===== src/rtl/rv_pkg.sv =====
`default_nettype none

package rv_pkg;

   typedef logic [31:0] word_t;
   typedef logic [4:0]  reg_idx_t;
   typedef logic [6:0]  op_t;
   typedef logic [8:0]  flags_t;
   typedef logic [2:0]  lat_class_t;
   typedef logic [3:0]  count_t;

   // operation ids
   localparam op_t OP_ILLEGAL = 7'd0;
   localparam op_t OP_LUI     = 7'd1;
   localparam op_t OP_AUIPC   = 7'd2;
   localparam op_t OP_JAL     = 7'd3;
   localparam op_t OP_JALR    = 7'd4;
   localparam op_t OP_BEQ     = 7'd5;
   localparam op_t OP_BNE     = 7'd6;
   localparam op_t OP_BLT     = 7'd7;
   localparam op_t OP_BGE     = 7'd8;
   localparam op_t OP_BLTU    = 7'd9;
   localparam op_t OP_BGEU    = 7'd10;
   localparam op_t OP_LB      = 7'd11;
   localparam op_t OP_LH      = 7'd12;
   localparam op_t OP_LW      = 7'd13;
   localparam op_t OP_LBU     = 7'd14;
   localparam op_t OP_LHU     = 7'd15;
   localparam op_t OP_SB      = 7'd16;
   localparam op_t OP_SH      = 7'd17;
   localparam op_t OP_SW      = 7'd18;
   localparam op_t OP_ADDI    = 7'd19;
   localparam op_t OP_SLTI    = 7'd20;
   localparam op_t OP_SLTIU   = 7'd21;
   localparam op_t OP_XORI    = 7'd22;
   localparam op_t OP_ORI     = 7'd23;
   localparam op_t OP_ANDI    = 7'd24;
   localparam op_t OP_SLLI    = 7'd25;
   localparam op_t OP_SRLI    = 7'd26;
   localparam op_t OP_SRAI    = 7'd27;
   localparam op_t OP_ADD     = 7'd28;
   localparam op_t OP_SUB     = 7'd29;
   localparam op_t OP_SLL     = 7'd30;
   localparam op_t OP_SLT     = 7'd31;
   localparam op_t OP_SLTU    = 7'd32;
   localparam op_t OP_XOR     = 7'd33;
   localparam op_t OP_SRL     = 7'd34;
   localparam op_t OP_SRA     = 7'd35;
   localparam op_t OP_OR      = 7'd36;
   localparam op_t OP_AND     = 7'd37;
   // rv32m
   localparam op_t OP_MUL     = 7'd38;
   localparam op_t OP_MULH    = 7'd39;
   localparam op_t OP_MULHSU  = 7'd40;
   localparam op_t OP_MULHU   = 7'd41;
   localparam op_t OP_DIV     = 7'd42;
   localparam op_t OP_DIVU    = 7'd43;
   localparam op_t OP_REM     = 7'd44;
   localparam op_t OP_REMU    = 7'd45;
   // rv32f subset
   localparam op_t OP_FLW     = 7'd46;
   localparam op_t OP_FSW     = 7'd47;
   localparam op_t OP_FADD    = 7'd48;
   localparam op_t OP_FSUB    = 7'd49;
   localparam op_t OP_FMUL    = 7'd50;
   localparam op_t OP_FDIV    = 7'd51;
   localparam op_t OP_FSQRT   = 7'd52;
   localparam op_t OP_FSGNJ   = 7'd53;
   localparam op_t OP_FSGNJN  = 7'd54;
   localparam op_t OP_FSGNJX  = 7'd55;
   localparam op_t OP_FCVTWS  = 7'd56;
   localparam op_t OP_FMVXW   = 7'd57;
   localparam op_t OP_FEQ     = 7'd58;
   localparam op_t OP_FLE     = 7'd59;
   localparam op_t OP_FCVTSW  = 7'd60;
   localparam op_t OP_FMVWX   = 7'd61;

   // bit positions in flags_t
   localparam int FLAG_RV32F          = 0;
   localparam int FLAG_WRITES_REG     = 1;
   localparam int FLAG_WRITES_FREG    = 2;
   localparam int FLAG_USES_REG       = 3;
   localparam int FLAG_USES_FREG      = 4;
   localparam int FLAG_IS_LOAD        = 5;
   localparam int FLAG_IS_STORE       = 6;
   localparam int FLAG_IS_COND_JUMP   = 7;
   localparam int FLAG_JUMP_PREDICTED = 8;

   localparam lat_class_t LAT_CLASS_ALU  = 3'd0;
   localparam lat_class_t LAT_CLASS_LOAD = 3'd1;
   localparam lat_class_t LAT_CLASS_MUL  = 3'd2;
   localparam lat_class_t LAT_CLASS_DIV  = 3'd3;
   localparam lat_class_t LAT_CLASS_FP   = 3'd4;

   typedef enum logic [0:0] {
      S_IDLE,
      S_CHECK
   } ctrl_state_t;

endpackage

`default_nettype wire


===== src/rtl/rv_decoder.sv =====
`default_nettype none

module rv_decoder (
   input  wire                 clk,
   input  wire                 rstn,
   input  wire                 enabled,
   input  wire rv_pkg::word_t  instr_raw,
   input  wire rv_pkg::word_t  pc,
   input  wire                 is_jump_predicted,
   output logic                completed,
   output rv_pkg::op_t         op,
   output rv_pkg::flags_t      flags,
   output rv_pkg::reg_idx_t    rd,
   output rv_pkg::reg_idx_t    rs1,
   output rv_pkg::reg_idx_t    rs2,
   output rv_pkg::word_t       imm,
   output rv_pkg::word_t       pc_out,
   output rv_pkg::lat_class_t  lat_class
);
   import rv_pkg::*;

   logic [6:0] funct7;
   logic [2:0] funct3;
   logic [6:0] opcode;
   reg_idx_t   f_rs2;
   reg_idx_t   f_rs1;
   reg_idx_t   f_rd;

   logic r_type;
   logic i_type;
   logic s_type;
   logic b_type;
   logic u_type;
   logic j_type;

   op_t        op_d;
   flags_t     flags_d;
   lat_class_t lat_d;
   word_t      imm_d;
   logic       done;

   assign funct7 = instr_raw[31:25];
   assign f_rs2  = instr_raw[24:20];
   assign f_rs1  = instr_raw[19:15];
   assign funct3 = instr_raw[14:12];
   assign f_rd   = instr_raw[11:7];
   assign opcode = instr_raw[6:0];

   assign r_type = (opcode == 7'b0110011) || (opcode == 7'b1010011);
   assign i_type = (opcode == 7'b1100111) || (opcode == 7'b0000011)
                || (opcode == 7'b0010011) || (opcode == 7'b0000111);
   assign s_type = (opcode == 7'b0100011) || (opcode == 7'b0100111);
   assign b_type = (opcode == 7'b1100011);
   assign u_type = (opcode == 7'b0110111) || (opcode == 7'b0010111);
   assign j_type = (opcode == 7'b1101111);

   always_comb begin
      op_d = OP_ILLEGAL;
      case (opcode)
         7'b0110111: op_d = OP_LUI;
         7'b0010111: op_d = OP_AUIPC;
         7'b1101111: op_d = OP_JAL;
         7'b1100111: op_d = OP_JALR;
         7'b1100011: begin
            case (funct3)
               3'b000: op_d = OP_BEQ;
               3'b001: op_d = OP_BNE;
               3'b100: op_d = OP_BLT;
               3'b101: op_d = OP_BGE;
               3'b110: op_d = OP_BLTU;
               3'b111: op_d = OP_BGEU;
               default: op_d = OP_ILLEGAL;
            endcase
         end
         7'b0000011: begin
            case (funct3)
               3'b000: op_d = OP_LB;
               3'b001: op_d = OP_LH;
               3'b010: op_d = OP_LW;
               3'b100: op_d = OP_LBU;
               3'b101: op_d = OP_LHU;
               default: op_d = OP_ILLEGAL;
            endcase
         end
         7'b0100011: begin
            case (funct3)
               3'b000: op_d = OP_SB;
               3'b001: op_d = OP_SH;
               3'b010: op_d = OP_SW;
               default: op_d = OP_ILLEGAL;
            endcase
         end
         7'b0010011: begin
            case (funct3)
               3'b000: op_d = OP_ADDI;
               3'b010: op_d = OP_SLTI;
               3'b011: op_d = OP_SLTIU;
               3'b100: op_d = OP_XORI;
               3'b110: op_d = OP_ORI;
               3'b111: op_d = OP_ANDI;
               3'b001: op_d = OP_SLLI;
               default: begin
                  if (funct7 == 7'b0000000)
                     op_d = OP_SRLI;
                  else if (funct7 == 7'b0100000)
                     op_d = OP_SRAI;
               end
            endcase
         end
         7'b0110011: begin
            case ({funct7, funct3})
               {7'b0000000, 3'b000}: op_d = OP_ADD;
               {7'b0100000, 3'b000}: op_d = OP_SUB;
               {7'b0000000, 3'b001}: op_d = OP_SLL;
               {7'b0000000, 3'b010}: op_d = OP_SLT;
               {7'b0000000, 3'b011}: op_d = OP_SLTU;
               {7'b0000000, 3'b100}: op_d = OP_XOR;
               {7'b0000000, 3'b101}: op_d = OP_SRL;
               {7'b0100000, 3'b101}: op_d = OP_SRA;
               {7'b0000000, 3'b110}: op_d = OP_OR;
               {7'b0000000, 3'b111}: op_d = OP_AND;
               {7'b0000001, 3'b000}: op_d = OP_MUL;
               {7'b0000001, 3'b001}: op_d = OP_MULH;
               {7'b0000001, 3'b010}: op_d = OP_MULHSU;
               {7'b0000001, 3'b011}: op_d = OP_MULHU;
               {7'b0000001, 3'b100}: op_d = OP_DIV;
               {7'b0000001, 3'b101}: op_d = OP_DIVU;
               {7'b0000001, 3'b110}: op_d = OP_REM;
               {7'b0000001, 3'b111}: op_d = OP_REMU;
               default: op_d = OP_ILLEGAL;
            endcase
         end
         7'b0000111: if (funct3 == 3'b010) op_d = OP_FLW;
         7'b0100111: if (funct3 == 3'b010) op_d = OP_FSW;
         7'b1010011: begin
            // unary ops need rs2 == 0
            case ({funct7, funct3})
               {7'b0000000, 3'b000}: op_d = OP_FADD;
               {7'b0000100, 3'b000}: op_d = OP_FSUB;
               {7'b0001000, 3'b000}: op_d = OP_FMUL;
               {7'b0001100, 3'b000}: op_d = OP_FDIV;
               {7'b0101100, 3'b000}: if (f_rs2 == '0) op_d = OP_FSQRT;
               {7'b0010000, 3'b000}: op_d = OP_FSGNJ;
               {7'b0010000, 3'b001}: op_d = OP_FSGNJN;
               {7'b0010000, 3'b010}: op_d = OP_FSGNJX;
               {7'b1100000, 3'b000}: if (f_rs2 == '0) op_d = OP_FCVTWS;
               {7'b1110000, 3'b000}: if (f_rs2 == '0) op_d = OP_FMVXW;
               {7'b1010000, 3'b010}: op_d = OP_FEQ;
               {7'b1010000, 3'b000}: op_d = OP_FLE;
               {7'b1101000, 3'b000}: if (f_rs2 == '0) op_d = OP_FCVTSW;
               {7'b1111000, 3'b000}: if (f_rs2 == '0) op_d = OP_FMVWX;
               default: op_d = OP_ILLEGAL;
            endcase
         end
         default: op_d = OP_ILLEGAL;
      endcase
   end

   // start from a plain integer op, then adjust per group
   always_comb begin
      flags_d = '0;
      lat_d = LAT_CLASS_ALU;
      flags_d[FLAG_WRITES_REG] = (op_d != OP_ILLEGAL);
      flags_d[FLAG_USES_REG] = (op_d != OP_ILLEGAL);
      flags_d[FLAG_JUMP_PREDICTED] = is_jump_predicted;
      case (op_d)
         OP_BEQ, OP_BNE, OP_BLT, OP_BGE, OP_BLTU, OP_BGEU: begin
            flags_d[FLAG_IS_COND_JUMP] = 1'b1;
            flags_d[FLAG_WRITES_REG] = 1'b0;
         end
         OP_LB, OP_LH, OP_LW, OP_LBU, OP_LHU: begin
            flags_d[FLAG_IS_LOAD] = 1'b1;
            lat_d = LAT_CLASS_LOAD;
         end
         OP_SB, OP_SH, OP_SW: begin
            flags_d[FLAG_IS_STORE] = 1'b1;
            flags_d[FLAG_WRITES_REG] = 1'b0;
         end
         OP_MUL, OP_MULH, OP_MULHSU, OP_MULHU: lat_d = LAT_CLASS_MUL;
         OP_DIV, OP_DIVU, OP_REM, OP_REMU: lat_d = LAT_CLASS_DIV;
         OP_FLW: begin
            flags_d[FLAG_RV32F] = 1'b1;
            flags_d[FLAG_WRITES_REG] = 1'b0;
            flags_d[FLAG_WRITES_FREG] = 1'b1;
            flags_d[FLAG_IS_LOAD] = 1'b1;
            lat_d = LAT_CLASS_LOAD;
         end
         OP_FSW: begin
            flags_d[FLAG_RV32F] = 1'b1;
            flags_d[FLAG_WRITES_REG] = 1'b0;
            flags_d[FLAG_USES_FREG] = 1'b1;
            flags_d[FLAG_IS_STORE] = 1'b1;
            lat_d = LAT_CLASS_FP;
         end
         OP_FADD, OP_FSUB, OP_FMUL, OP_FDIV, OP_FSQRT, OP_FSGNJ, OP_FSGNJN, OP_FSGNJX: begin
            flags_d[FLAG_RV32F] = 1'b1;
            flags_d[FLAG_WRITES_REG] = 1'b0;
            flags_d[FLAG_WRITES_FREG] = 1'b1;
            flags_d[FLAG_USES_REG] = 1'b0;
            flags_d[FLAG_USES_FREG] = 1'b1;
            lat_d = LAT_CLASS_FP;
         end
         // fp sources, integer result
         OP_FCVTWS, OP_FMVXW, OP_FEQ, OP_FLE: begin
            flags_d[FLAG_RV32F] = 1'b1;
            flags_d[FLAG_USES_REG] = 1'b0;
            flags_d[FLAG_USES_FREG] = 1'b1;
            lat_d = LAT_CLASS_FP;
         end
         OP_FCVTSW, OP_FMVWX: begin
            flags_d[FLAG_RV32F] = 1'b1;
            flags_d[FLAG_WRITES_REG] = 1'b0;
            flags_d[FLAG_WRITES_FREG] = 1'b1;
            lat_d = LAT_CLASS_FP;
         end
         default: ;
      endcase
   end

   always_comb begin
      imm_d = '0;
      if (i_type)
         imm_d = {{20{instr_raw[31]}}, instr_raw[31:20]};
      else if (s_type)
         imm_d = {{20{instr_raw[31]}}, instr_raw[31:25], instr_raw[11:7]};
      else if (b_type)
         imm_d = {{19{instr_raw[31]}}, instr_raw[31], instr_raw[7], instr_raw[30:25],
                  instr_raw[11:8], 1'b0};
      else if (u_type)
         imm_d = {instr_raw[31:12], 12'b0};
      else if (j_type)
         imm_d = {{11{instr_raw[31]}}, instr_raw[31], instr_raw[19:12], instr_raw[20],
                  instr_raw[30:21], 1'b0};
   end

   always_ff @(posedge clk) begin
      if (rstn)
         done <= 1'b0;
      else if (enabled)
         done <= 1'b1;
   end

   always_ff @(posedge clk) begin
      if (enabled) begin
         op        <= op_d;
         flags     <= flags_d;
         lat_class <= lat_d;
         imm       <= imm_d;
         pc_out    <= pc;
         rd        <= (r_type || i_type || u_type || j_type) ? f_rd : '0;
         rs1       <= (r_type || i_type || s_type || b_type) ? f_rs1 : '0;
         rs2       <= (r_type || s_type || b_type) ? f_rs2 : '0;
      end
   end

   assign completed = done & ~enabled;

endmodule

`default_nettype wire


===== src/rtl/issue_scoreboard.sv =====
`default_nettype none

module issue_scoreboard #(
   parameter rv_pkg::count_t LAT_LOAD = 4'd2,
   parameter rv_pkg::count_t LAT_MUL  = 4'd3,
   parameter rv_pkg::count_t LAT_DIV  = 4'd8,
   parameter rv_pkg::count_t LAT_FP   = 4'd4
) (
   input  wire                      clk,
   input  wire                      rstn,
   input  wire                      issue,
   input  wire rv_pkg::flags_t      flags,
   input  wire rv_pkg::reg_idx_t    rd,
   input  wire rv_pkg::reg_idx_t    rs1,
   input  wire rv_pkg::reg_idx_t    rs2,
   input  wire rv_pkg::lat_class_t  lat_class,
   output logic                     hazard
);
   import rv_pkg::*;

   localparam count_t LAT_ALU = 4'd1;

   count_t x_cnt [32];
   count_t f_cnt [32];
   count_t lat;
   logic   rs1_busy;
   logic   rs2_busy;
   logic   rd_busy;

   always_comb begin
      case (lat_class)
         LAT_CLASS_LOAD: lat = LAT_LOAD;
         LAT_CLASS_MUL:  lat = LAT_MUL;
         LAT_CLASS_DIV:  lat = LAT_DIV;
         LAT_CLASS_FP:   lat = LAT_FP;
         default:        lat = LAT_ALU;
      endcase
   end

   // with both uses flags set (fsw), rs1 is the integer base and rs2 the fp data
   always_comb begin
      rs1_busy = 1'b0;
      rs2_busy = 1'b0;
      rd_busy = 1'b0;
      if (flags[FLAG_USES_REG])
         rs1_busy = (x_cnt[rs1] != '0);
      else if (flags[FLAG_USES_FREG])
         rs1_busy = (f_cnt[rs1] != '0);
      if (rs2 != '0) begin
         if (flags[FLAG_USES_FREG])
            rs2_busy = (f_cnt[rs2] != '0);
         else if (flags[FLAG_USES_REG])
            rs2_busy = (x_cnt[rs2] != '0);
      end
      if (flags[FLAG_WRITES_FREG])
         rd_busy = (f_cnt[rd] != '0);
      else if (flags[FLAG_WRITES_REG])
         rd_busy = (x_cnt[rd] != '0);
   end

   assign hazard = rs1_busy | rs2_busy | rd_busy;

   always_ff @(posedge clk) begin
      if (rstn) begin
         for (int i = 0; i < 32; i++) begin
            x_cnt[i] <= '0;
            f_cnt[i] <= '0;
         end
      end else begin
         for (int i = 0; i < 32; i++) begin
            if (x_cnt[i] != '0)
               x_cnt[i] <= x_cnt[i] - 1'b1;
            if (f_cnt[i] != '0)
               f_cnt[i] <= f_cnt[i] - 1'b1;
         end
         // destination load overrides the decrement, x0 stays free
         if (issue && flags[FLAG_WRITES_FREG])
            f_cnt[rd] <= lat;
         else if (issue && flags[FLAG_WRITES_REG] && (rd != '0))
            x_cnt[rd] <= lat;
      end
   end

endmodule

`default_nettype wire


===== src/rtl/decode_ctrl.sv =====
`default_nettype none

module decode_ctrl (
   input  wire  clk,
   input  wire  rstn,
   input  wire  in_valid,
   input  wire  completed,
   input  wire  hazard,
   output logic ready,
   output logic enabled,
   output logic issue_valid
);
   import rv_pkg::*;

   ctrl_state_t state;
   ctrl_state_t state_nx;

   assign ready = (state == S_IDLE);
   assign enabled = ready & in_valid;

   // decoded fields are valid once the decoder reports completion
   assign issue_valid = (state == S_CHECK) & completed & ~hazard;

   always_comb begin
      state_nx = state;
      case (state)
         S_IDLE: begin
            if (enabled)
               state_nx = S_CHECK;
         end
         S_CHECK: begin
            // hold here while stalled
            if (issue_valid)
               state_nx = S_IDLE;
         end
         default: state_nx = S_IDLE;
      endcase
   end

   always_ff @(posedge clk) begin
      if (rstn)
         state <= S_IDLE;
      else
         state <= state_nx;
   end

endmodule

`default_nettype wire


===== src/rtl/decode_unit.sv =====
`default_nettype none

module decode_unit #(
   parameter rv_pkg::count_t LAT_LOAD = 4'd2,
   parameter rv_pkg::count_t LAT_MUL  = 4'd3,
   parameter rv_pkg::count_t LAT_DIV  = 4'd8,
   parameter rv_pkg::count_t LAT_FP   = 4'd4
) (
   input  wire                    clk,
   input  wire                    rstn,
   input  wire                    in_valid,
   input  wire rv_pkg::word_t     instr_raw,
   input  wire rv_pkg::word_t     pc,
   input  wire                    is_jump_predicted,
   output logic                   ready,
   output logic                   issue_valid,
   output rv_pkg::op_t            issue_op,
   output rv_pkg::flags_t         issue_flags,
   output rv_pkg::reg_idx_t       issue_rd,
   output rv_pkg::reg_idx_t       issue_rs1,
   output rv_pkg::reg_idx_t       issue_rs2,
   output rv_pkg::word_t          issue_imm,
   output rv_pkg::word_t          issue_pc
);
   import rv_pkg::*;

   logic       enabled;
   logic       completed;
   logic       hazard;
   lat_class_t lat_class;

   decode_ctrl ctrl_i (
      .clk         (clk),
      .rstn        (rstn),
      .in_valid    (in_valid),
      .completed   (completed),
      .hazard      (hazard),
      .ready       (ready),
      .enabled     (enabled),
      .issue_valid (issue_valid)
   );

   rv_decoder decoder_i (
      .clk               (clk),
      .rstn              (rstn),
      .enabled           (enabled),
      .instr_raw         (instr_raw),
      .pc                (pc),
      .is_jump_predicted (is_jump_predicted),
      .completed         (completed),
      .op                (issue_op),
      .flags             (issue_flags),
      .rd                (issue_rd),
      .rs1               (issue_rs1),
      .rs2               (issue_rs2),
      .imm               (issue_imm),
      .pc_out            (issue_pc),
      .lat_class         (lat_class)
   );

   issue_scoreboard #(
      .LAT_LOAD (LAT_LOAD),
      .LAT_MUL  (LAT_MUL),
      .LAT_DIV  (LAT_DIV),
      .LAT_FP   (LAT_FP)
   ) scoreboard_i (
      .clk       (clk),
      .rstn      (rstn),
      .issue     (issue_valid),
      .flags     (issue_flags),
      .rd        (issue_rd),
      .rs1       (issue_rs1),
      .rs2       (issue_rs2),
      .lat_class (lat_class),
      .hazard    (hazard)
   );

endmodule

`default_nettype wire


===== config.mk =====
export PLATFORM = sky130hd
export DESIGN_NAME = decode_unit
export DESIGN_NICKNAME = d
export VERILOG_FILES = /design/src/rtl/rv_pkg.sv /design/src/rtl/rv_decoder.sv /design/src/rtl/issue_scoreboard.sv /design/src/rtl/decode_ctrl.sv /design/src/rtl/decode_unit.sv
export SDC_FILE = /design/constraint.sdc
export NUM_CORES = 1
export LEC_CHECK = 0
export BUFFER_PORTS_ARGS = -buffer_cell sky130_fd_sc_hd__clkbuf_2
export CAP_MARGIN = 20
export CORE_MARGIN = 1.5
export CORE_UTILIZATION = 55
export DETAILED_ROUTE_END_ITERATION = 6
export PLACE_DENSITY = 0.77
export SLEW_MARGIN = 20
export SYNTH_ARGS = -nofsm -noshare
export SYNTH_HDL_FRONTEND = slang
export SYNTH_HIERARCHICAL = 1
export SYNTH_SLANG_ARGS = --single-unit

===== constraint.sdc =====
create_clock -name clk -period 11.7 [get_ports clk]
set_input_delay 2.34 -clock clk [delete_from_list [all_inputs] [get_ports clk]]
set_output_delay 2.34 -clock clk [all_outputs]
set_load 0.01 [all_outputs]

Yosys cells after proc, flatten, opt, wreduce, memory -nomap -nowiden --
Memories as Yosys holds them, arrays and structs flattened. A register that Yosys moved wholly into a read port is not among the register bits. Index checks and enable logic that the tools add are counted.
Word-level totals: flip-flop bits (word level) 100, output and inout port bits 97, memories kept 2, input port bits 68, RAM bits 256, logic and storage cells 663
Cells by class: equality and inequality tests 92, multiplexer cells 316, bitwise logic cells 73, reductions and logical operators 104, add/subtract/negate cells 64
Memory list:
- scoreboard_i.f_cnt | depth 32, bits a word 4, rd ports 35, clocked after memory_dff 3, wr ports 33, RTL line issue_scoreboard.sv:24 | count_t f_cnt [32];
- scoreboard_i.x_cnt | depth 32, bits a word 4, rd ports 35, clocked after memory_dff 3, wr ports 33, RTL line issue_scoreboard.sv:23 | count_t x_cnt [32];
Operators by type and width (count):
- 4-bit nonzero test | 70
- 4-bit 2-to-1 mux | 64
- 4-bit by 1-bit subtractor with 4-bit output (second input constant) | 64
- 1-bit 2-to-1 mux | 216
- 7-bit by 6-bit == test with 1-bit output (second input constant) | 29
- 32-bit 2-to-1 mux | 5
- 6-bit one-hot mux with 18 select lines | 1
- 7-bit one-hot mux with 14 select lines | 1
- 7-bit one-hot mux with 12 select lines | 1
- 10-bit by 4-bit == test with 1-bit output (second input constant) | 8
- 1-bit bitwise OR | 66
- 5-bit 2-to-1 mux | 13
- 10-bit == test (second input constant) | 6
- 7-bit by 4-bit == test with 1-bit output (second input constant) | 8
- 7-bit one-hot mux with 7 select lines | 1
- 6-bit 2-to-1 mux | 7
- 10-bit by 3-bit == test with 1-bit output (second input constant) | 4
- 7-bit by 5-bit == test with 1-bit output (second input constant) | 5
- 10-bit by 8-bit == test with 1-bit output (second input constant) | 3
- 10-bit by 9-bit == test with 1-bit output (second input constant) | 3
- 7-bit by 3-bit == test with 1-bit output (second input constant) | 4
- 7-bit == test (second input constant) | 4
- 4-bit one-hot mux with 6 select lines | 1
- 21-bit OR reduction | 1
- other kinds (31) | 64

Logic depth before layout (Yosys ltp) --
Gate-level depths: netlist of run 1.
depth in word-level cells 14, mapped depth 18, depth with buffers taken out 15

Cells and area by module --
Netlist of run 1, hierarchy kept.
By module, submodules not included:
- issue_scoreboard | cells an instance 1780, instances 1, sequential area each 7687.4 um2, area each 17226.5 um2
- rv_decoder | cells an instance 391, instances 1, sequential area each 2932.8 um2, area each 4794.6 um2
- decode_ctrl | cells an instance 6, instances 1, sequential area each 20.0 um2, area each 58.8 um2

Worst setup path after synthesis of run 1 --
Ideal clock, no wire load.
path type in2out, from input in_valid, to output issue_valid, buffers on the path 0, data required time 9.360 ns, stages 3, setup slack 5.426 ns, arrival time 3.934 ns, cells stage by stage and2b_2 -> nor2b_1 -> and3b_4
On the way: word-level cells in the longest chain between the ends 5
Ends and longest elaborated chain:
- start: declaration | RTL line decode_unit.sv:11 | input wire in_valid,
- 1-bit bitwise AND | RTL line decode_ctrl.sv:19 | assign enabled = ready & in_valid;
- 1-bit NOT | RTL line rv_decoder.sv:256 | assign completed = done & ~enabled;
- 1-bit bitwise AND | RTL line rv_decoder.sv:256
- named net completed | RTL line decode_unit.sv:28 | logic completed;
- 1-bit bitwise AND (2 in series) | RTL line decode_ctrl.sv:22 | assign issue_valid = (state == S_CHECK) & completed & ~hazard;
- end: declaration | RTL line decode_unit.sv:16 | output logic issue_valid,
The timed path passes the listed nets, and every way through them passes these cells.

==> flow_summary.yaml, run 1 <==
setup_path:
  critical_path_peak_fanout: 4
  crit_type: "reg2out"
  crit_start: "scoreboard_i/f_cnt[23][0]"
  reg2reg_from: "scoreboard_i/f_cnt[23][0]"
  slowest_stage: "nor4_1"
  endpoint_kind: "primary output"
  worstPathCellList: "nor4_1, mux4_2, o211ai_1, nor4_1, a211o_1, nand3_1, and3b_4, clkbuf_2"
  required_ps: 9360
  path_common_cell: "nor4_1"
  worst_ep_arrival_time_ps: 3930
  max_stage_delay_ps: 920
  startpoint_type: "flip-flop"
pwr:
  power_per_cell_area_mw_per_mm2: 229
  vdd_drop_max_v: 0.000138
  p_leak_nw: 9.12
  power_mw: 5.61
detailed_routing:
  routed_wl_um: 63400
  drc_errors: 1
  drt_iter0_drc: 2326
  drt-pass1-iter-count: 7
  vias: 18910
  wire_per_inst_um: 22.3
  antenna_left: 0
  routed_via_density: 6.64
finish:
  antennaDiodeCount: 0
  fin_cells: 2847
  drive_above_1_share_pct: 13.7
  seqCellArea_mm2: 0.0106
  multi_input_area_mm2: 0.0105
  nets: 2423
  finish.instance_area_mm2: 0.0246
  fillers: 3138
  syn_to_final_growth_pct: 11.2
placement:
  place_congestion: 0.986
  dp_slack_ps: 6110
  placed_area_mm2: 0.0233
  portBuffers: 163
  placedCellCount: 2775
  dp_hpwl_um: 44100
hold_path:
  hold_start: "decoder_i/done"
  hold_class: "reg2reg"
floorplanning:
  die_h_um: 203
  io_pins: 165
  dieWidth_um: 203
  num_rows: 73
  core_area_mm2: 0.0396
  dieArea_mm2: 0.0414
  start_util_pct: 55.7
timing:
  rsz0062_at_grt: "false"
  maxSlewHeadroom_pct: 22.1
  fmax_mhz: 160
  clock_skew_ps: 27.2
  period_share_pct: 53.6
  worstMarginPinSlew_ps: 1160
  hold_violations: 0
  period_minus_slack_ps: 6270
  tns_ps: 0
  drv_slew: 0
  setup_viol: 0
  setup_ws_ps: 5430
global_routing:
  grt_pass1_vias: 18355
  grt_usage_pct: 30.4
  grt_pass1_wl_um: 98700
  antenna_found_initial: 0
  overflow: 0
  grt_max_degree: 183
clock_network:
  cts_max_path_buffers: 3
  cts_tree: "built"
  numCtsBuffers: 39
  root_buffer: "clkbuf_16"
  cts_sinks: 355
  cts.repair.resized: 0
  h-tree-depth: 2
  clk_pin_slew_ps: 60
  cts_hold_buf: 0
  insertion_delay_ps: 590
  post-cts-setup-buffers: 0
run:
  max_cap_violations: 0
yosys:
  synth_edf_count: 353
  ys_ff_latch: 355
  synth_cell_types: 99
  syn_area_mm2: 0.0221
  synth_fp_nets: 2309
  syn_avg_cell_area_um2: 10.1
  yosys_warnings: 6
  syn_inst: 2177
  seq_area_frac_synth_pct: 48.2
  synthArstFlopShare_pct: 0
  synth-main-ff-cell: "edfxtp_1"
status:
  violations: "design-rule violations"
  status: "finished, violations left"
==> path summary, 6_finish.rpt <==
check                                   to  slack (ps)  cells after the start
setup / recovery               issue_valid        5430                      8
hold / removal              decoder_i/done         530                      2
setup reg to reg  scoreboard_i/f_cnt[4][1]        6210                     12
hold reg to reg             decoder_i/done         530                      2
==> cell families (layout without fill, tap and decap cells) <==
kind of cell	Yosys count	count (layout)	share of synthesized area, %
other	1	1	0.0170
and+or+nand+nor	819	819	19.3
adders and majority gates	65	65	3.67
DFF	355	355	48.2
buffers and inverters	253	398	4.61
muxes	53	53	4.15
xor gates and xnor gates	66	66	2.62
AOI/OAI and AO/OA	565	565	17.5
==> layer usage <==
layer  wire [um]  global-route usage (%)  share of wire, %
met5           0                       0                 0
met4        2930                    15.1               4.6
met3        6940                    6.65                11
met2       29500                    49.5                46
met1       24100                    38.5                38
==> worst max-delay path, delay by kind of cell (launching register included) <==
family                 cells  cell delay (ps)
AO/OA/AOI/OAI              2              270
multiplexers               1              420
buffers and inverters      1              150
flip-flops                 1              440
AND/OR/NAND/NOR            4             2090
==> state kept, by name (all words and copies together) (netlist names) <==
name                 flops
scoreboard_i/f_cnt     128
scoreboard_i/x_cnt     128
decoder_i/imm           32
decoder_i/pc_out        32
decoder_i/flags          9
decoder_i/op             6
decoder_i/rd             5
decoder_i/rs1            5
decoder_i/rs2            5
decoder_i/lat_class      3
ctrl_i/state             1
decoder_i/done           1
==> placed cells by master (no fill, tap or decap), types with 50 or more instances in the layout <==
cell type	n
edfxtp_1	353
o21ai_0	133
a21oi_1	52
nand2_1	285
nor2_1	172
o22ai_1	54
xnor2_1	59
o31ai_1	145
inv_1	139
clkbuf_2	162
nor4_1	57
ha_1	64
a21o_1	50
==> power breakdown <==
part           switching, mW  total (mW)  leakage, nW  internal, mW
Sequential             0.395        2.39         3.84          2.00
Clock                  0.525        1.24        0.623         0.713
Combinational           1.10        1.98         4.66         0.888
==> per-stage QoR <==
step	hold WS, ps	util (%)
after floorplan	432	-
after global placement	523	58.7
after detailed placement	520	58.7
after CTS	531	61.9
after global routing	581	61.9
final	534	61.9
==> cell type report <==
cell class                 instances  area share [%]
clock inverter                    23            1.10
multi-input combinational       1569            42.6
timing repair buffer             181            3.95
inverter                         145            2.22
clock buffer                      49            4.13
tap                              525            2.68
sequential                       355            43.3
==> synthesized netlist by cell type (50+ instances only) <==
| library cell | instances | share of area (%) |
|---|---|---|
| o22ai_1 | 54 | 1.5 |
| nand2_1 | 285 | 4.8 |
| edfxtp_1 | 353 | 48 |
| ha_1 | 64 | 3.6 |
| o31ai_1 | 145 | 4.9 |
| nor2_1 | 172 | 2.9 |
| a21oi_1 | 53 | 1.2 |
| a21o_1 | 50 | 1.7 |
| clkbuf_1 | 81 | 1.4 |
| xnor2_1 | 59 | 2.3 |
| o21ai_0 | 133 | 3.0 |
| inv_1 | 139 | 2.4 |
| nor4_1 | 59 | 1.7 |
Note: power is estimated with default switching activity, not from simulation.
==> inputs of run 2 (changes only) <==
==> constraint.sdc (replaced) <==
create_clock -name clk -period 6.1 [get_ports clk]
set_input_delay 1.22 -clock clk [delete_from_list [all_inputs] [get_ports clk]]
set_output_delay 1.22 -clock clk [all_outputs]
set_load 0.01 [all_outputs]
==> run 2 against run 1 <==
  * The run now ends clean
  * Register-to-register slack worse by 5300 ps
  * Total power up 91%
  * Sequential share of layout area is 0.10 points lower
  * Setup slack got worse by 4500 ps
  * Non-clock buffer count up 16
  * Clock power grew 85%
  * Global-route usage is 0.63 points higher
  * Largest cell class unchanged
==> flow_summary.yaml, run 2 (same netlist as run 1, synthesis figures left out) <==
timing:
  tns_ps: 0
  period_share_pct: 84.4
  fmax_mhz: 194
  clock_skew_ps: 18.2
  drv_slew: 0
  setup_ws_ps: 952
  fin_hold_ws_ps: 485
  maxSlewHeadroom_pct: 25.4
  worstMarginPinSlew_ps: 1110
  setup_viol: 0
  rsz0062_at_grt: "false"
  hold_violations: 0
  period_minus_slack_ps: 5150
placement:
  place_congestion: 0.997
  portBuffers: 163
  placedCellCount: 2791
  dp_hpwl_um: 45100
  placed_area_mm2: 0.0234
  dp_slack_ps: 1160
global_routing:
  antenna_found_initial: 1
  met3_usage_pct: 7.81
  grt_usage_pct: 31.0
  overflow: 0
  busiest_layer: "met2"
  use_met1_pct: 38.2
  grtUsageMet2_pct: 51.5
  grt_pass1_vias: 18504
  grt_pass1_wl_um: 100000
  grt_max_degree: 102
finish:
  mostFrequentLayoutCell: "edfxtp_1"
  finish.instance_area_mm2: 0.0246
  multi_input_area_mm2: 0.0105
  fin_util_pct: 62.1
  drive_above_1_share_pct: 14.3
  seqCellArea_mm2: 0.0106
  mostFrequentLayoutCells: "edfxtp_1 (353), nand2_1 (285), nor2_1 (172)"
  reg_top3: "scoreboard_i/f_cnt: 128 flops, scoreboard_i/x_cnt: 128 flops"
  nets: 2440
  fin_cells: 2865
  fillers: 3260
  syn_to_final_growth_pct: 11.5
floorplanning:
  die_h_um: 203
  start_util_pct: 55.7
  num_rows: 73
  dieArea_mm2: 0.0414
  io_pins: 165
  dieWidth_um: 203
  core_area_mm2: 0.0396
detailed_routing:
  routed_via_density: 6.57
  routed_wl_um: 64300
  drc_errors: 0
  antenna_left: 0
  wire_per_inst_um: 22.5
  drt-pass1-iter-count: 6
  drt_iter0_drc: 2140
  vias: 18822
setup_path:
  required_ps: 6340
  regToRegSetupSlack_ps: 950
  reg2reg_from: "scoreboard_i/f_cnt[23][0]"
  worst_ep_arrival_time_ps: 5390
  crit_start: "scoreboard_i/f_cnt[23][0]"
  crit_type: "reg2reg"
  endpoint_kind: "flip-flop"
  critical_path_peak_fanout: 10
  startpoint_type: "flip-flop"
run:
  max_cap_violations: 0
clock_network:
  insertion_delay_ps: 570
  cts_sinks: 355
  root_buffer: "clkbuf_16"
  cts_hold_buf: 0
  cts_max_path_buffers: 3
  cts_tree: "built"
  cts.repair.resized: 0
  clk_pin_slew_ps: 60
  post-cts-setup-buffers: 0
  h-tree-depth: 2
  numCtsBuffers: 40
hold_path:
  hold_start: "decoder_i/done"
  hold_class: "reg2reg"
pwr:
  power_per_cell_area_mw_per_mm2: 437
  p_leak_nw: 9.17
  power_mw: 10.7
  vdd_drop_max_v: 0.000317
status:
  status: "complete, no violations"
run 2: changes by cell type in the layout (fill, tap and decap cells not counted), moves of 2 or more:
| cell | change |
|---|---|
| buf_4 | +17 |
| clkinv_16 | -2 |
| bufinv_16 | -2 |
| clkinv_4 | +2 |
| clkinv_2 | -3 |
| clkinvlp_4 | +2 |
| inv_6 | +3 |
| clkbuf_16 | +2 |
run 2: per-layer routing:
layer	wire, um	share of wire, %
met4	2830	4.4
met1	24500	38
met2	30200	47
met5	0	0
met3	6860	11
run 2: layout make-up:
class / count / share of cell area, %
sequential: 355 / 43.2
multi-input combinational: 1569 / 42.5
timing repair buffer: 197 / 4.38
clock buffer: 52 / 4.34
tap: 525 / 2.67
inverter: 145 / 2.22
clock inverter: 21 / 0.686
antenna: 1 / 0.0102
run 2: critical path, cell delays in order (launching register included):
cell	delay, ps
edfxtp_1	430
nor4_1	930
mux4_2	420
o211ai_1	80
nor4_1	520
a211o_1	180
nand3_1	80
and3b_4	320
nor2b_1	260
nand2_1	170
nor3_2	710
nand2_1	370
nand4b_1	340
run 2: path summary, 6_finish.rpt:
| check | endpoint | depth (start not counted) |
|---|---|---|
| setup / recovery | scoreboard_i/f_cnt[4][3] | 12 |
| hold / removal | decoder_i/done | 2 |
| setup reg to reg | scoreboard_i/f_cnt[4][3] | 12 |
| hold reg to reg | decoder_i/done | 2 |
run 2: power breakdown:
part	internal [mW]	leakage, nW	switching (mW)	total (mW)
clock network	1.33	0.597	0.978	2.30
registers	3.83	3.84	0.746	4.57
logic	1.76	4.74	2.11	3.86
==> inputs of run 3 (changes only) <==
==> constraint.sdc (replaced) <==
create_clock -name clk -period 4.8 [get_ports clk]
set_input_delay 0.96 -clock clk [delete_from_list [all_inputs] [get_ports clk]]
set_output_delay 0.96 -clock clk [all_outputs]
set_load 0.01 [all_outputs]
==> run 3 against run 2 <==
  * The flow now finishes with violations (design-rule violations)
  * Routed wire length up 0.88%
  * Maximum frequency up 9.2%
  * Clock skew up 32 ps
  * Via count up 2.4%
  * Critical path depth up 4
  * Count of clock-buffer cells in the layout down 4
  * Largest power group unchanged
  * Highest routed layer unchanged
==> flow_summary.yaml, run 3 (same netlist as run 1, synthesis figures left out) <==
timing:
  fmax_mhz: 212
  period_share_pct: 98.2
  setup_viol: 0
  tns_ps: 0
  clock_skew_ps: 50.0
  drv_slew: 0
  maxSlewHeadroom_pct: 20.2
  worstMarginPinSlew_ps: 1190
  rsz0062_at_grt: "false"
  hold_violations: 0
  period_minus_slack_ps: 4710
detailed_routing:
  route.met2.wl_um: 29900
  antenna_left: 0
  routed_wl_um: 64900
  drt-pass1-iter-count: 7
  vias: 19267
  wire_per_inst_um: 22.3
  drc_errors: 13
  wl_met3_um: 7430
  routed_via_density: 6.62
  drt_iter0_drc: 2226
  wl_met1_um: 24400
  top_layer_used: "met4"
clock_network:
  cts.repair.resized: 0
  clk_pin_slew_ps: 60
  cts_hold_buf: 0
  cts_tree: "built"
  root_buffer: "clkbuf_16"
  cts_sinks: 355
  h-tree-depth: 2
  post-cts-setup-buffers: 0
  numCtsBuffers: 40
  insertion_delay_ps: 610
  cts_max_path_buffers: 3
hold_path:
  whs_path_depth: 2
  hold_class: "reg2reg"
  hold_end: "decoder_i/done"
  hold_start: "decoder_i/done"
global_routing:
  grt_max_degree: 153
  grt_pass1_vias: 18611
  antenna_found_initial: 0
  overflow: 0
  grt_pass1_wl_um: 101000
  grt_usage_pct: 31.2
setup_path:
  worst_ep_arrival_time_ps: 4970
  crit_start: "decoder_i/rs2[0]"
  startpoint_type: "flip-flop"
  reg2reg_from: "decoder_i/rs2[0]"
  worstPathCellList: "inv_2, buf_4, nor2_1, a211o_1, a22oi_1, nor4b_1, a211o_1, nand3_1, and3b_4, nor2b_1, nand2_1, nor3_1, nand2_1, nor2_1, buf_4, or3_1"
  endpoint_kind: "flip-flop"
  regToRegSetupSlack_ps: 90
  reg2regPathDepth: 16
  rr_endpoint: "scoreboard_i/x_cnt[16][3]"
  max_stage_delay_ps: 860
  required_ps: 5060
  slowest_stage: "edfxtp_1"
  crit_type: "reg2reg"
  critical_path_peak_fanout: 15
floorplanning:
  core_area_mm2: 0.0396
  dieWidth_um: 203
  start_util_pct: 55.7
  io_pins: 165
  dieArea_mm2: 0.0414
  die_h_um: 203
  num_rows: 73
run:
  max_cap_violations: 0
pwr:
  power_per_cell_area_mw_per_mm2: 558
  p_leak_nw: 9.44
  vdd_drop_max_v: 0.000334
placement:
  portBuffers: 163
  dp_hpwl_um: 45600
  place_congestion: 1.08
  placed_area_mm2: 0.0238
finish:
  finish.instance_area_mm2: 0.0250
  reg_top3: "scoreboard_i/f_cnt: 128 flops, scoreboard_i/x_cnt: 128 flops"
  drive_above_1_share_pct: 16.5
  mostFrequentLayoutCell: "edfxtp_1"
  nets: 2492
  mostFrequentLayoutCells: "edfxtp_1 (353), nand2_1 (285), nor2_1 (169)"
  syn_to_final_growth_pct: 13.4
  antennaDiodeCount: 0
status:
  status: "finished, violations left"
  violations: "design-rule violations"
-- run 3: cell type report --
class	count	area, um^2
clock inverter	21	231
sequential	355	10600
inverter	145	546
fill	3188	14600
timing repair buffer	249	1480
tap	525	657
multi-input combinational	1569	10500
clock buffer	48	1030
-- run 3: power breakdown --
part           switching (mW)  internal, mW
clock network            1.32          1.67
logic                    2.76          2.40
registers               0.960          4.86
-- run 3: worst max-delay path by stage --
| stage | end |
|---|---|
| after floorplan | scoreboard_i/x_cnt[15][0] |
| after global placement | scoreboard_i/x_cnt[16][1] |
| after detailed placement | scoreboard_i/f_cnt[31][2] |
| after CTS | scoreboard_i/f_cnt[31][2] |
| after global routing | scoreboard_i/x_cnt[16][2] |
| final | scoreboard_i/x_cnt[16][3] |
-- run 3: worst max-delay path, delay by kind of cell (launching register included) --
family	cells	cell delay (ps)
and+or+nand+nor	10	2600
DFF	1	860
AOI/OAI and AO/OA	3	340
buffers and inverters	3	570
-- run 3: metal layers --
layer | global-route usage, % | up-vias
met1 | 38.1 | 9230
met5 | 0 | -
met2 | 51.5 | 1145
met3 | 9.08 | 251
li1 | - | 8641
met4 | 13.8 | 0
-- run 3: metrics by stage --
| step | worst slack [ps] | power (mW) | util [%] | std cells | hold slack, ps |
|---|---|---|---|---|---|
| after floorplan | 823 | 9.18 | - | 2177 | 432 |
| after global placement | 367 | 10.5 | 60.0 | 2843 | 442 |
| after detailed placement | 303 | 10.9 | 60.0 | 2843 | 450 |
| after CTS | 249 | 13.9 | 63.1 | 2912 | 463 |
| after global routing | 1.27 | 14.8 | 63.2 | 2912 | 495 |
| final | 86.4 | 14.0 | 63.2 | 2912 | 464 |
